**config.mk**
```make
export PLATFORM = sky130hd
export DESIGN_NAME = periph_hub
export DESIGN_NICKNAME = d
export VERILOG_FILES = /design/src/source/periph_hub_pkg.sv /design/src/source/gpio_config.sv /design/src/source/periph_bus_decode.sv /design/src/source/periph_hub.sv /design/src/source/periph_read_reg.sv /design/src/source/pin_output_mux.sv /design/src/source/pwm_byte.sv /design/src/source/tick_timer.sv
export SDC_FILE = /design/constraint.sdc
export NUM_CORES = 1
export LEC_CHECK = 0
export ABC_CLOCK_PERIOD_IN_PS = 10190
export BUFFER_PORTS_ARGS = -buffer_cell sky130_fd_sc_hd__buf_2
export CAP_MARGIN = 30
export CORE_MARGIN = 10
export CORE_UTILIZATION = 50
export CTS_CLUSTER_SIZE = 8
export DETAILED_ROUTE_END_ITERATION = 10
export PLACE_DENSITY = 0.69
export SLEW_MARGIN = 0
export SYNTH_ARGS = -nofsm -noshare
export SYNTH_HDL_FRONTEND = slang
export SYNTH_SLANG_ARGS = --single-unit
```
**constraint.sdc**
```tcl
create_clock -name clk -period 10.19 [get_ports clk]
set_clock_uncertainty 0.1 [all_clocks]
set_input_delay 1.5285 -clock clk [delete_from_list [all_inputs] [get_ports clk]]
set_output_delay 1.5285 -clock clk [all_outputs]
set_load 0.01 [all_outputs]
```
**src/source/periph_hub_pkg.sv**
```systemverilog
`default_nettype none
//********************
// Address map and shared codes of the peripheral hub
// Full slots are 64 bytes and take 8, 16 or 32 bit accesses
// Byte slots are 16 bytes and take byte accesses only
// Only full slots 1 and 2 and byte slot 4 are populated
//********************

package periph_hub_pkg;

    localparam int ADDR_W       = 11;
    localparam int DATA_W       = 32;
    localparam int PIN_W        = 8;
    localparam int FULL_SLOTS   = 16;
    localparam int SIMPLE_SLOTS = 16;

    localparam logic [3:0] SLOT_GPIO  = 4'd1;
    localparam logic [3:0] SLOT_TIMER = 4'd2;
    localparam logic [3:0] SLOT_PWM   = 4'd4;    // Byte bank

    // Access size codes from the core
    localparam logic [1:0] SIZE_BYTE = 2'b00;
    localparam logic [1:0] SIZE_HALF = 2'b01;
    localparam logic [1:0] SIZE_NONE = 2'b11;    // 10 is a full word

    localparam logic [5:0] GPIO_OUT_OFS  = 6'h00;
    localparam logic [5:0] GPIO_IN_OFS   = 6'h04;
    localparam logic [5:0] AUDIO_SEL_OFS = 6'h10;
    localparam logic [5:0] FUNC_SEL_OFS  = 6'h20;    // Pin n at 0x20 + 4n

    localparam logic [5:0] TIMER_COUNT_OFS  = 6'h00;
    localparam logic [5:0] TIMER_STATUS_OFS = 6'h04;

    // Bit 4 picks the byte bank, bits 3:0 the slot
    localparam int FUNC_SEL_W = 5;

    typedef enum logic [1:0] {
        REGION_FULL,
        REGION_SIMPLE,
        REGION_NONE
    } region_e;

    typedef enum logic [2:0] {
        AUDIO_PWM   = 3'd0,
        AUDIO_GPIO7 = 3'd1
    } audio_src_e;

endpackage

`default_nettype wire

```
**src/source/gpio_config.sv**
```systemverilog
`timescale 1ns/10ps
`default_nettype none
//********************
// GPIO registers in full slot 1
// Writes of any size use the low bits of the data
// Pins 0 and 1 reset to the timer, the rest to GPIO
//********************

module gpio_config (
    input  wire                                clk,
    input  wire                                rst_n,
    input  wire [5:0]                          i_addr_ofs,
    input  wire [periph_hub_pkg::DATA_W-1:0]   i_data_in,
    input  wire [1:0]                          i_write_n,
    input  wire [7:0]                          i_ui_in,
    output logic [periph_hub_pkg::DATA_W-1:0]  o_read_data,
    output logic [7:0]                         o_gpio_out,
    output logic [periph_hub_pkg::PIN_W-1:0][periph_hub_pkg::FUNC_SEL_W-1:0] o_func_sel,
    output periph_hub_pkg::audio_src_e         o_audio_src,
    output logic                               o_audio_select
);

    logic       wr;
    logic       func_hit;
    logic [2:0] pin_idx;
    logic [3:0] audio_sel;    // Bit 3 enables the audio output

    assign wr       = (i_write_n != periph_hub_pkg::SIZE_NONE);
    assign func_hit = ((i_addr_ofs & 6'h23) == periph_hub_pkg::FUNC_SEL_OFS);
    assign pin_idx  = i_addr_ofs[4:2];

    always_ff @(posedge clk) begin
        if (!rst_n) begin
            o_gpio_out <= '0;
            audio_sel  <= '0;
        end else if (wr) begin
            if (i_addr_ofs == periph_hub_pkg::GPIO_OUT_OFS)
                o_gpio_out <= i_data_in[7:0];
            if (i_addr_ofs == periph_hub_pkg::AUDIO_SEL_OFS)
                audio_sel <= i_data_in[3:0];
        end
    end

    always_ff @(posedge clk) begin
        if (!rst_n) begin
            for (int n = 0; n < periph_hub_pkg::PIN_W; n++) begin
                if (n < 2)
                    o_func_sel[n] <= {1'b0, periph_hub_pkg::SLOT_TIMER};
                else
                    o_func_sel[n] <= {1'b0, periph_hub_pkg::SLOT_GPIO};
            end
        end else if (wr && func_hit) begin
            o_func_sel[pin_idx] <= i_data_in[periph_hub_pkg::FUNC_SEL_W-1:0];
        end
    end

    always_comb begin
        o_read_data = '0;
        if (func_hit)
            o_read_data[periph_hub_pkg::FUNC_SEL_W-1:0] = o_func_sel[pin_idx];
        else if (i_addr_ofs == periph_hub_pkg::GPIO_OUT_OFS)
            o_read_data[7:0] = o_gpio_out;
        else if (i_addr_ofs == periph_hub_pkg::GPIO_IN_OFS)
            o_read_data[7:0] = i_ui_in;
        else if (i_addr_ofs == periph_hub_pkg::AUDIO_SEL_OFS)
            o_read_data[3:0] = audio_sel;
    end

    assign o_audio_src    = periph_hub_pkg::audio_src_e'(audio_sel[2:0]);
    assign o_audio_select = audio_sel[3];

endmodule

`default_nettype wire

```
**src/source/periph_bus_decode.sv**
```systemverilog
`timescale 1ns/10ps
`default_nettype none
//********************
// Address decode for the full and byte slots
// Read codes come in already masked by the read register
// Empty slots and the unmapped top read zero with ready high
//********************

module periph_bus_decode (
    input  wire [periph_hub_pkg::ADDR_W-1:0]  i_addr,
    input  wire [1:0]                         i_data_write_n,
    input  wire [1:0]                         i_data_read_n,
    input  wire [periph_hub_pkg::DATA_W-1:0]  i_gpio_data,
    input  wire [periph_hub_pkg::DATA_W-1:0]  i_timer_data,
    input  wire                               i_timer_ready,
    input  wire [7:0]                         i_pwm_data,
    output logic [1:0]                        o_gpio_write_n,
    output logic [1:0]                        o_gpio_read_n,
    output logic [1:0]                        o_timer_write_n,
    output logic [1:0]                        o_timer_read_n,
    output logic                              o_pwm_write,
    output logic [periph_hub_pkg::DATA_W-1:0] o_peri_data,
    output logic                              o_peri_ready
);

    periph_hub_pkg::region_e region;
    logic [$clog2(periph_hub_pkg::FULL_SLOTS)-1:0]   full_slot;
    logic [$clog2(periph_hub_pkg::SIMPLE_SLOTS)-1:0] simple_slot;
    logic gpio_sel;
    logic timer_sel;
    logic pwm_sel;

    always_comb begin
        if (!i_addr[10])
            region = periph_hub_pkg::REGION_FULL;
        else if (!i_addr[9])
            region = periph_hub_pkg::REGION_SIMPLE;
        else
            region = periph_hub_pkg::REGION_NONE;
    end

    assign full_slot   = i_addr[9:6];
    assign simple_slot = i_addr[7:4];    // Bit 8 aliases

    assign gpio_sel  = (region == periph_hub_pkg::REGION_FULL) &&
                       (full_slot == periph_hub_pkg::SLOT_GPIO);
    assign timer_sel = (region == periph_hub_pkg::REGION_FULL) &&
                       (full_slot == periph_hub_pkg::SLOT_TIMER);
    assign pwm_sel   = (region == periph_hub_pkg::REGION_SIMPLE) &&
                       (simple_slot == periph_hub_pkg::SLOT_PWM);

    // Unselected slots see the idle code
    assign o_gpio_write_n  = i_data_write_n | {2{~gpio_sel}};
    assign o_gpio_read_n   = i_data_read_n  | {2{~gpio_sel}};
    assign o_timer_write_n = i_data_write_n | {2{~timer_sel}};
    assign o_timer_read_n  = i_data_read_n  | {2{~timer_sel}};
    assign o_pwm_write     = pwm_sel && (i_data_write_n != periph_hub_pkg::SIZE_NONE);

    always_comb begin
        o_peri_data  = '0;
        o_peri_ready = 1'b1;    // Only the timer takes a cycle
        if (gpio_sel) begin
            o_peri_data = i_gpio_data;
        end else if (timer_sel) begin
            o_peri_data  = i_timer_data;
            o_peri_ready = i_timer_ready;
        end else if (pwm_sel) begin
            o_peri_data = {{(periph_hub_pkg::DATA_W-8){1'b0}}, i_pwm_data};
        end
    end

endmodule

`default_nettype wire

```
**src/source/periph_hub.sv**
```systemverilog
`timescale 1ns/10ps
`default_nettype none
//********************
// Peripheral bus wrapper of the microcontroller
// Reads are held until the core pulses read complete
// Only interrupt 2 (timer) is live, 3 to 15 are tied low
//********************

module periph_hub (
    input  wire                               clk,
    input  wire                               rst_n,
    input  wire [7:0]                         i_ui_in,    // Already synchronized
    input  wire [periph_hub_pkg::ADDR_W-1:0]  i_addr,
    input  wire [periph_hub_pkg::DATA_W-1:0]  i_data_in,
    input  wire [1:0]                         i_data_write_n,
    input  wire [1:0]                         i_data_read_n,
    input  wire                               i_data_read_complete,
    output logic [periph_hub_pkg::DATA_W-1:0] o_data_out,
    output logic                              o_data_ready,
    output logic [7:0]                        o_uo_out,
    output logic                              o_audio,
    output logic                              o_audio_select,
    output logic [15:2]                       o_user_interrupts
);

    logic [1:0]                        read_n_masked;
    logic [periph_hub_pkg::DATA_W-1:0] peri_data;
    logic                              peri_ready;
    logic [1:0]                        gpio_write_n;
    logic [1:0]                        timer_write_n;
    logic [1:0]                        timer_read_n;
    logic                              pwm_write;
    logic [periph_hub_pkg::DATA_W-1:0] gpio_data;
    logic [periph_hub_pkg::DATA_W-1:0] timer_data;
    logic                              timer_ready;
    logic [7:0]                        pwm_data;
    logic [7:0]                        gpio_out;
    logic [7:0]                        timer_pins;
    logic [7:0]                        pwm_pins;
    logic                              timer_irq;
    periph_hub_pkg::audio_src_e        audio_src;
    logic [periph_hub_pkg::PIN_W-1:0][periph_hub_pkg::FUNC_SEL_W-1:0] func_sel;

    periph_bus_decode u_decode (
        .i_addr          (i_addr),
        .i_data_write_n  (i_data_write_n),
        .i_data_read_n   (read_n_masked),
        .i_gpio_data     (gpio_data),
        .i_timer_data    (timer_data),
        .i_timer_ready   (timer_ready),
        .i_pwm_data      (pwm_data),
        .o_gpio_write_n  (gpio_write_n),
        .o_gpio_read_n   (),    // GPIO reads are combinational
        .o_timer_write_n (timer_write_n),
        .o_timer_read_n  (timer_read_n),
        .o_pwm_write     (pwm_write),
        .o_peri_data     (peri_data),
        .o_peri_ready    (peri_ready)
    );

    periph_read_reg u_read_reg (
        .clk                  (clk),
        .rst_n                (rst_n),
        .i_data_read_n        (i_data_read_n),
        .i_data_write_n       (i_data_write_n),
        .i_data_read_complete (i_data_read_complete),
        .i_peri_data          (peri_data),
        .i_peri_ready         (peri_ready),
        .o_read_n_masked      (read_n_masked),
        .o_data_out           (o_data_out),
        .o_data_ready         (o_data_ready)
    );

    gpio_config u_gpio (
        .clk            (clk),
        .rst_n          (rst_n),
        .i_addr_ofs     (i_addr[5:0]),
        .i_data_in      (i_data_in),
        .i_write_n      (gpio_write_n),
        .i_ui_in        (i_ui_in),
        .o_read_data    (gpio_data),
        .o_gpio_out     (gpio_out),
        .o_func_sel     (func_sel),
        .o_audio_src    (audio_src),
        .o_audio_select (o_audio_select)
    );

    pin_output_mux u_pin_mux (
        .clk          (clk),
        .i_func_sel   (func_sel),
        .i_audio_src  (audio_src),
        .i_gpio_out   (gpio_out),
        .i_timer_pins (timer_pins),
        .i_pwm_pins   (pwm_pins),
        .o_uo_out     (o_uo_out),
        .o_audio      (o_audio)
    );

    tick_timer u_timer (
        .clk         (clk),
        .rst_n       (rst_n),
        .i_addr_ofs  (i_addr[5:0]),
        .i_data_in   (i_data_in),
        .i_write_n   (timer_write_n),
        .i_read_n    (timer_read_n),
        .o_read_data (timer_data),
        .o_ready     (timer_ready),
        .o_pins      (timer_pins),
        .o_interrupt (timer_irq)
    );

    pwm_byte u_pwm (
        .clk         (clk),
        .rst_n       (rst_n),
        .i_addr_ofs  (i_addr[3:0]),
        .i_data_in   (i_data_in[7:0]),
        .i_write     (pwm_write),
        .o_read_data (pwm_data),
        .o_pins      (pwm_pins)
    );

    assign o_user_interrupts = {13'h0, timer_irq};

endmodule

`default_nettype wire

```
**src/source/periph_read_reg.sv**
```systemverilog
`timescale 1ns/10ps
`default_nettype none
//********************
// Read data register toward the core
// Data is held from the first ready cycle until read complete
// The core must release the read with the completion pulse
//********************

module periph_read_reg (
    input  wire                               clk,
    input  wire                               rst_n,
    input  wire [1:0]                         i_data_read_n,
    input  wire [1:0]                         i_data_write_n,
    input  wire                               i_data_read_complete,
    input  wire [periph_hub_pkg::DATA_W-1:0]  i_peri_data,
    input  wire                               i_peri_ready,
    output logic [1:0]                        o_read_n_masked,
    output logic [periph_hub_pkg::DATA_W-1:0] o_data_out,
    output logic                              o_data_ready
);

    logic read_req;
    logic capture;
    logic hold;
    logic ready_r;

    assign read_req = (i_data_read_n != periph_hub_pkg::SIZE_NONE);
    assign capture  = read_req && i_peri_ready && !hold;

    always_ff @(posedge clk) begin
        if (!rst_n) begin
            hold    <= 1'b0;
            ready_r <= 1'b0;
        end else begin
            if (i_data_read_complete)
                hold <= 1'b0;
            if (capture)
                hold <= 1'b1;
            // Held data keeps ready up even once the peripheral drops it
            ready_r <= read_req && (i_peri_ready || hold);
        end
    end

    always_ff @(posedge clk) begin
        if (capture)
            o_data_out <= i_peri_data;
    end

    // No second read reaches a peripheral while the result is waiting
    assign o_read_n_masked = i_data_read_n | {2{ready_r}};
    assign o_data_ready    = ready_r || (i_data_write_n != periph_hub_pkg::SIZE_NONE);

endmodule

`default_nettype wire

```
**src/source/pin_output_mux.sv**
```systemverilog
`timescale 1ns/10ps
`default_nettype none
//********************
// Per-pin output select and the audio bit
// Pin outputs are combinational, audio is one cycle late
// Unpopulated slots drive 0
//********************

module pin_output_mux (
    input  wire                               clk,
    input  wire [periph_hub_pkg::PIN_W-1:0][periph_hub_pkg::FUNC_SEL_W-1:0] i_func_sel,
    input  wire periph_hub_pkg::audio_src_e   i_audio_src,
    input  wire [7:0]                         i_gpio_out,
    input  wire [7:0]                         i_timer_pins,
    input  wire [7:0]                         i_pwm_pins,
    output logic [7:0]                        o_uo_out,
    output logic                              o_audio
);

    always_comb begin
        for (int n = 0; n < periph_hub_pkg::PIN_W; n++) begin
            o_uo_out[n] = 1'b0;
            if (i_func_sel[n][4]) begin
                // Byte bank
                if (i_func_sel[n][3:0] == periph_hub_pkg::SLOT_PWM)
                    o_uo_out[n] = i_pwm_pins[n];
            end else if (i_func_sel[n][3:0] == periph_hub_pkg::SLOT_GPIO) begin
                o_uo_out[n] = i_gpio_out[n];
            end else if (i_func_sel[n][3:0] == periph_hub_pkg::SLOT_TIMER) begin
                o_uo_out[n] = i_timer_pins[n];
            end
        end
    end

    always_ff @(posedge clk) begin
        case (i_audio_src)
            periph_hub_pkg::AUDIO_PWM:   o_audio <= i_pwm_pins[0];
            periph_hub_pkg::AUDIO_GPIO7: o_audio <= i_gpio_out[7];
            default:                     o_audio <= 1'b0;    // Free codes
        endcase
    end

endmodule

`default_nettype wire

```
**src/source/pwm_byte.sv**
```systemverilog
`timescale 1ns/10ps
`default_nettype none
//********************
// 8-bit PWM in byte slot 4
// Duty 0 is always low, 255 is high for 255 of 256 cycles
//********************

module pwm_byte (
    input  wire        clk,
    input  wire        rst_n,
    input  wire [3:0]  i_addr_ofs,
    input  wire [7:0]  i_data_in,
    input  wire        i_write,
    output logic [7:0] o_read_data,
    output logic [7:0] o_pins
);

    logic [7:0] duty;
    logic [7:0] cnt;    // Free running

    always_ff @(posedge clk) begin
        if (!rst_n) begin
            duty <= '0;
            cnt  <= '0;
        end else begin
            cnt <= cnt + 1'b1;
            if (i_write && i_addr_ofs == 4'd0)
                duty <= i_data_in;
        end
    end

    assign o_read_data = (i_addr_ofs == 4'd0) ? duty : 8'h00;
    assign o_pins      = {7'b0, cnt < duty};

endmodule

`default_nettype wire

```
**src/source/tick_timer.sv**
```systemverilog
`timescale 1ns/10ps
`default_nettype none
//********************
// Down-counting tick timer in full slot 2
// Count loads with the written size, zero extended
// Reads answer one cycle after the strobe
// Interrupt is sticky until any status write
//********************

module tick_timer (
    input  wire                               clk,
    input  wire                               rst_n,
    input  wire [5:0]                         i_addr_ofs,
    input  wire [periph_hub_pkg::DATA_W-1:0]  i_data_in,
    input  wire [1:0]                         i_write_n,
    input  wire [1:0]                         i_read_n,
    output logic [periph_hub_pkg::DATA_W-1:0] o_read_data,
    output logic                              o_ready,
    output logic [7:0]                        o_pins,
    output logic                              o_interrupt
);

    logic [periph_hub_pkg::DATA_W-1:0] count;
    logic [periph_hub_pkg::DATA_W-1:0] load_val;
    logic wr;
    logic rd;

    assign wr = (i_write_n != periph_hub_pkg::SIZE_NONE);
    assign rd = (i_read_n != periph_hub_pkg::SIZE_NONE);

    always_comb begin
        case (i_write_n)
            periph_hub_pkg::SIZE_BYTE: load_val = {24'h0, i_data_in[7:0]};
            periph_hub_pkg::SIZE_HALF: load_val = {16'h0, i_data_in[15:0]};
            default:                   load_val = i_data_in;
        endcase
    end

    always_ff @(posedge clk) begin
        if (!rst_n) begin
            count       <= '0;
            o_interrupt <= 1'b0;
            o_ready     <= 1'b0;
        end else begin
            o_ready <= rd;
            if (wr && i_addr_ofs == periph_hub_pkg::TIMER_COUNT_OFS)
                count <= load_val;
            else if (count != '0)
                count <= count - 1'b1;
            if (wr && i_addr_ofs == periph_hub_pkg::TIMER_STATUS_OFS)
                o_interrupt <= 1'b0;
            // Last tick wins over a clear in the same cycle
            if (count == 1 && !(wr && i_addr_ofs == periph_hub_pkg::TIMER_COUNT_OFS))
                o_interrupt <= 1'b1;
        end
    end

    always_ff @(posedge clk) begin
        if (rd) begin
            if (i_addr_ofs == periph_hub_pkg::TIMER_COUNT_OFS)
                o_read_data <= count;
            else if (i_addr_ofs == periph_hub_pkg::TIMER_STATUS_OFS)
                o_read_data <= {{(periph_hub_pkg::DATA_W-1){1'b0}}, o_interrupt};
            else
                o_read_data <= '0;
        end
    end

    assign o_pins = {6'b0, count != '0, o_interrupt};    // Pin 1 running, pin 0 irq

endmodule

`default_nettype wire

```
---- Word-level counts from Yosys, hierarchy flattened ----
Cells that the tools add are included.
storage, ports and cells
  register bits after elaboration ......... 169
  logic and storage cells ................. 134
operators by class
  add/sub/neg operators ................... 2
  order comparisons ....................... 3
  eq/ne operators ......................... 26
  muxes and demuxes ....................... 48
  bitwise gates (word level) .............. 6
  reductions and logical operators ........ 28
operator list
  operator                                            number
  2-to-1 mux 32 bit                                   4
  case mux 32 bit (2 select lines)                    1
  bitwise mux 40 bit                                  1
  == test 4 x 1 -> 1 bit, second input constant       9
  == test 32 x 1 -> 1 bit, second input constant      1
  2-to-1 mux 8 bit                                    4
  nonzero test 32 bit                                 1
  subtractor 32 x 1 -> 32 bit, second input constant  1
  2-to-1 mux 1 bit                                    26
  binary-select mux 5 bit (select 3 bit)              1
  demux 5 bit (select 3 bit)                          1
  2-to-1 mux 5 bit                                    3
  logical AND 1 bit                                   13
  == test 4 x 2 -> 1 bit, second input constant       3
  2-to-1 mux 4 bit                                    3
  inequality test 2 bit, second input constant        5
  adder 8 x 1 -> 8 bit, second input constant         1
  == test 4 x 3 -> 1 bit, second input constant       2
  less-than comparator 8 bit                          1
  bitwise OR 2 bit                                    4
  == test 6 x 3 -> 1 bit, second input constant       1
  == test 6 x 5 -> 1 bit, second input constant       1
  logical NOT 6 bit                                   1
  nonzero test 2 bit                                  3
  other kinds (15)                                    22

---- Depth between registers and ports, before layout ----
  depth after elaboration ................. 11
  mapped depth ............................ 9

---- Modules after synthesis ----
A second synthesis with hierarchy kept.
unflattened totals
  cell total of the unflattened synthesis .. 937
  area total of the unflattened synthesis .. 9280.2 µm²
by module, submodules not included
  module             times used  cells each  area each (µm²)  sequential area each (µm²)
  tick_timer         1           334         3385.7           1641.6
  gpio_config        1           294         2785.2           1041.0
  periph_read_reg    1           43          1061.0           1001.0
  pwm_byte           1           115         965.9            320.3
  periph_bus_decode  1           85          598.1            0.0
  pin_output_mux     1           51          375.4            20.0
  periph_hub         1           15          108.9            0.0

---- Worst setup path before layout ----
Ideal clock, no wire load.
  path kind ............................... input to register
  start point ............................. input port i_addr[10] (netlist name)
  end point ............................... register u_timer.o_read_data[0] (netlist name) (enable)
  arrival time ............................ 4.946 ns
  path slack .............................. 4.672 ns
  cell stages on the path ................. 3
  path buffers ............................ 0
  cell sequence ........................... or4b_2 -> or2_2 -> a211oi_1
on the way
  longest elaborated chain between the ends .. 6
ends and longest elaborated chain
  element                line                     text
  start, declared        periph_hub.sv:13         input wire [periph_hub_pkg::ADDR_W-1:0] i_addr,
  2-to-1 mux 2 bit       periph_bus_decode.sv:34  if (!i_addr[10])
  logical NOT 2 bit      periph_bus_decode.sv:47  assign timer_sel = (region == periph_hub_pkg::REGION_FULL) &&
  logical AND 1 bit      periph_bus_decode.sv:47
  NOT 1 bit              periph_bus_decode.sv:56  assign o_timer_read_n = i_data_read_n | {2{~timer_sel}};
  bitwise OR 2 bit       periph_bus_decode.sv:56
  inequality test 2 bit  tick_timer.sv:29         assign rd = (i_read_n != periph_hub_pkg::SIZE_NONE);
  named net u_timer.rd   tick_timer.sv:26         logic rd;
  end signal, assigned   tick_timer.sv:61         o_read_data <= count;
  end signal, assigned   tick_timer.sv:63         o_read_data <= {{(periph_hub_pkg::DATA_W-1){1'b0}}, o_interrupt};
  end, declared          tick_timer.sv:17         output logic [periph_hub_pkg::DATA_W-1:0] o_read_data,
The timed path passes the listed nets, and every way through them passes these cells.
A chain may end at the register's enable or synchronous reset.

---- Worst setup path after layout ----
  start point ............................. register u_timer.count[0] (netlist name)
  end point ............................... output port o_uo_out[1]
on the way
  longest elaborated chain between the ends .. 4
ends and longest elaborated chain
  element                 line                  text
  start, declared         tick_timer.sv:23      logic [periph_hub_pkg::DATA_W-1:0] count;
  start signal, assigned  tick_timer.sv:47      count <= load_val;
  start signal, assigned  tick_timer.sv:49      count <= count - 1'b1;
  nonzero test 32 bit     tick_timer.sv:69      assign o_pins = {6'b0, count != '0, o_interrupt};
  2-to-1 mux 1 bit        pin_output_mux.sv:29  end else if (i_func_sel[n][3:0] == periph_hub_pkg::SLOT_TIMER) begin
  2-to-1 mux 1 bit        pin_output_mux.sv:27  end else if (i_func_sel[n][3:0] == periph_hub_pkg::SLOT_GPIO) begin
  2-to-1 mux 1 bit        pin_output_mux.sv:23  if (i_func_sel[n][4]) begin
  end, declared           periph_hub.sv:20      output logic [7:0] o_uo_out,
Every way passes these cells.

==> qor.csv <==
metric,value,unit
IO buf count,101,
#FFs+latches synth,169,
setup bufs post-CTS,0,
std cell rows,46,
Peak VDD IR,0.000110,V
Nets,927,
setup_tns,0,ns
Syn Std Cell Area,8130,um2
Pre-Repair DR Iteration Count,6,
Setup crit start kind,flop,
Synth area leader,dfxtp_1,
remaining antenna violation count,0,
Longest Clk Path Bufs,2,
R2R cell count,8,
CP Capture Type,primary output,
utilization after layout,0.583,
full die area,21800,um2
RSZ-0062 raised after global routing,false,
H-tree levels,4,
synth unique cells,73,
RR Endpoint,u_timer.count[23],
hold depth,1,
first-pass GRT wire length,33.9,mm
commonest cells in the synthesized netlist,"105 x dfxtp_1, 72 x nor2_1, 64 x edfxtp_1, 56 x mux2i_1, 44 x clkbuf_1",
CTS Sinks,169,
synth warn,0,
largest net degree at the start of global routing,66,
Final Setup Violations,0,
"Slew Viols, Final",0,
layout cell share with drive strength beyond 1,0.205,
outcome,finished clean,
Critical Path RT,8.56,ns
leakage power,3.70,nW
Die Span X,148,um
most numerous cell in the Yosys netlist,dfxtp_1,
DR vias,6449,
vias in the first global route,6316,
Max-Cap Viols,0,
top-area cell type share of the netlist area,0.259,
ys async rst share,0,
kind of critical path,flop to primary output,
hold-fix buffers at CTS,0,
Post-CTS Resized,0,
DPL Wire Length,15.6,mm
fin cells,1088,
First DRT Iteration DRCs,653,
Clock Latency Late Sink,0.43,ns
core area,15900,um2
Worst slew margin,0.356,
final worst-path cycle share,0.435,
Worst R2R Start,u_timer.count[0],
actual slew at the worst max-slew pin,0.963,ns
Total Routing Usage GR,0.193,
Synth Flop Type,dfxtp_1,
initial antenna violation count,0,
TritonCTS Buffers,17,
maximum fanout along the worst path,6,
min cycle time layout,4.43,ns
DIE HEIGHT,148,um
total area of sequential cells,4020,um2
Area Overhead vs Synth,14.0,%
fillers,1380,
Post-Route WL,21.4,mm
Clock transition at path regs,0.07,ns
reg2reg setup slack,7.07,ns
power per standard cell area,227,nW/um2
Multi-input gate area,3800,um2
Ant. Diodes,0,
Ports,115,
Post-synth EDFFs,64,
Placed Cells,1056,
placer congestion estimate,0.929,
final number of hold-violating endpoints,0,
via/cell ratio,5.93,
Synth area leaders,"dfxtp_1 26%, edfxtp_1 24%, mux2i_1 6.9%",
Root Buffer Master,clkbuf_16,
Gate Count Post-Synth,787,
post-synthesis sequential area ratio,0.495,
Fmax,226,MHz
Congestion Overflow GR,0,
Worst Setup SP,u_timer.count[0],
wire length per cell,19.7,um
Starting Density,0.512,
worst endpoint data arrival time,2.80,ns
Avg Inst Size Synth,10.3,um2
worst hold path type,flop to flop,
# DRC,0,
Worst Hold Launch,u_pwm.cnt[0],
Worst Hold End,u_pwm.cnt[0],
CTS tree,yes,
worst max-delay path, stage by stage, from the launching register on:
cell	delay [ns]
dfxtp_1	0.36
inv_1	0.11
ha_1	0.22
or3b_2	0.54
or3_4	0.44
nor4_4	0.30
or3b_2	0.18
a2111oi_0	0.08
buf_2	0.16
per-stage QoR:
stage	setup WS [ns]	hold slack, ns	area (um2)	power (mW)
detailed placement	5.50	0.353	8720	1.50
floorplan	4.67	0.321	8180	1.34
CTS	5.76	0.365	9270	2.10
global placement	5.62	0.334	8720	1.47
finish	5.76	0.366	9270	2.11
global route	5.51	0.377	9270	2.22
final cells by class:
class,count,share of cell area
flip-flops and latches,169,0.434
inverters,13,0.00527
clock inverters,14,0.0132
clock buffers,18,0.0463
multi-input cells,548,0.410
repair buffers,110,0.0618
well taps,216,0.0292
state kept, by name, summed over array words and instances (netlist names):
register and cells:
u_read_reg.o_data_out 32, u_gpio.o_gpio_out 8, u_pwm.duty 8, u_gpio.audio_sel 4
u_timer.o_read_data 32, u_pin_mux.o_audio 1, u_timer.count 32, u_gpio.o_func_sel 40
u_read_reg.hold 1, u_timer.o_ready 1, u_read_reg.ready_r 1, u_pwm.cnt 8
u_timer.o_interrupt 1
cell families after synthesis:
family,count (synthesis),synth area share
AO/OA/AOI/OAI,125,0.107
other,1,0.000461
flip-flops,169,0.495
buffers and inverters,82,0.0480
XOR/XNOR,18,0.0194
multiplexers,68,0.0994
adder cells (fa/ha/maj),10,0.0154
AND/OR/NAND/NOR,314,0.215
worst max-delay path by stage:
stage | endpoint | slack (ns) | depth (start not counted)
after floorplan | u_timer.o_read_data[0] | 4.67 | 3
after global placement | u_timer.count[17] | 5.62 | 7
after detailed placement | u_timer.count[17] | 5.50 | 7
after CTS | o_uo_out[1] | 5.76 | 8
after global routing | o_uo_out[1] | 5.51 | 8
final | o_uo_out[1] | 5.76 | 8
cell usage in the layout (no fill, tap or decap), drive strengths merged, types with 16 or more instances in the layout:
master,instances
o21ai,18
a21oi,30
buf,110
nor4,24
and2,30
nor2,72
edfxtp,64
and3,43
mux2i,56
nand2,42
nand3,28
clkbuf,18
nor3,16
dfxtp,105
metal layers:
metal	routed length (um)	vias up	part of all wire	GRT usage
li1	-	3047	-	-
met1	9010	3090	0.42	0.249
met2	10300	270	0.48	0.315
met3	1650	42	0.077	0.0412
met4	490	0	0.023	0.0659
met5	0	-	0	0
power by group:
group	switching, mW	leakage, nW	internal (mW)
clock network	0.270	0.264	0.337
logic	0.385	1.96	0.253
registers	0.0903	1.47	0.770
total	0.745	3.70	1.36
Power figures use the tool's default switching activity.
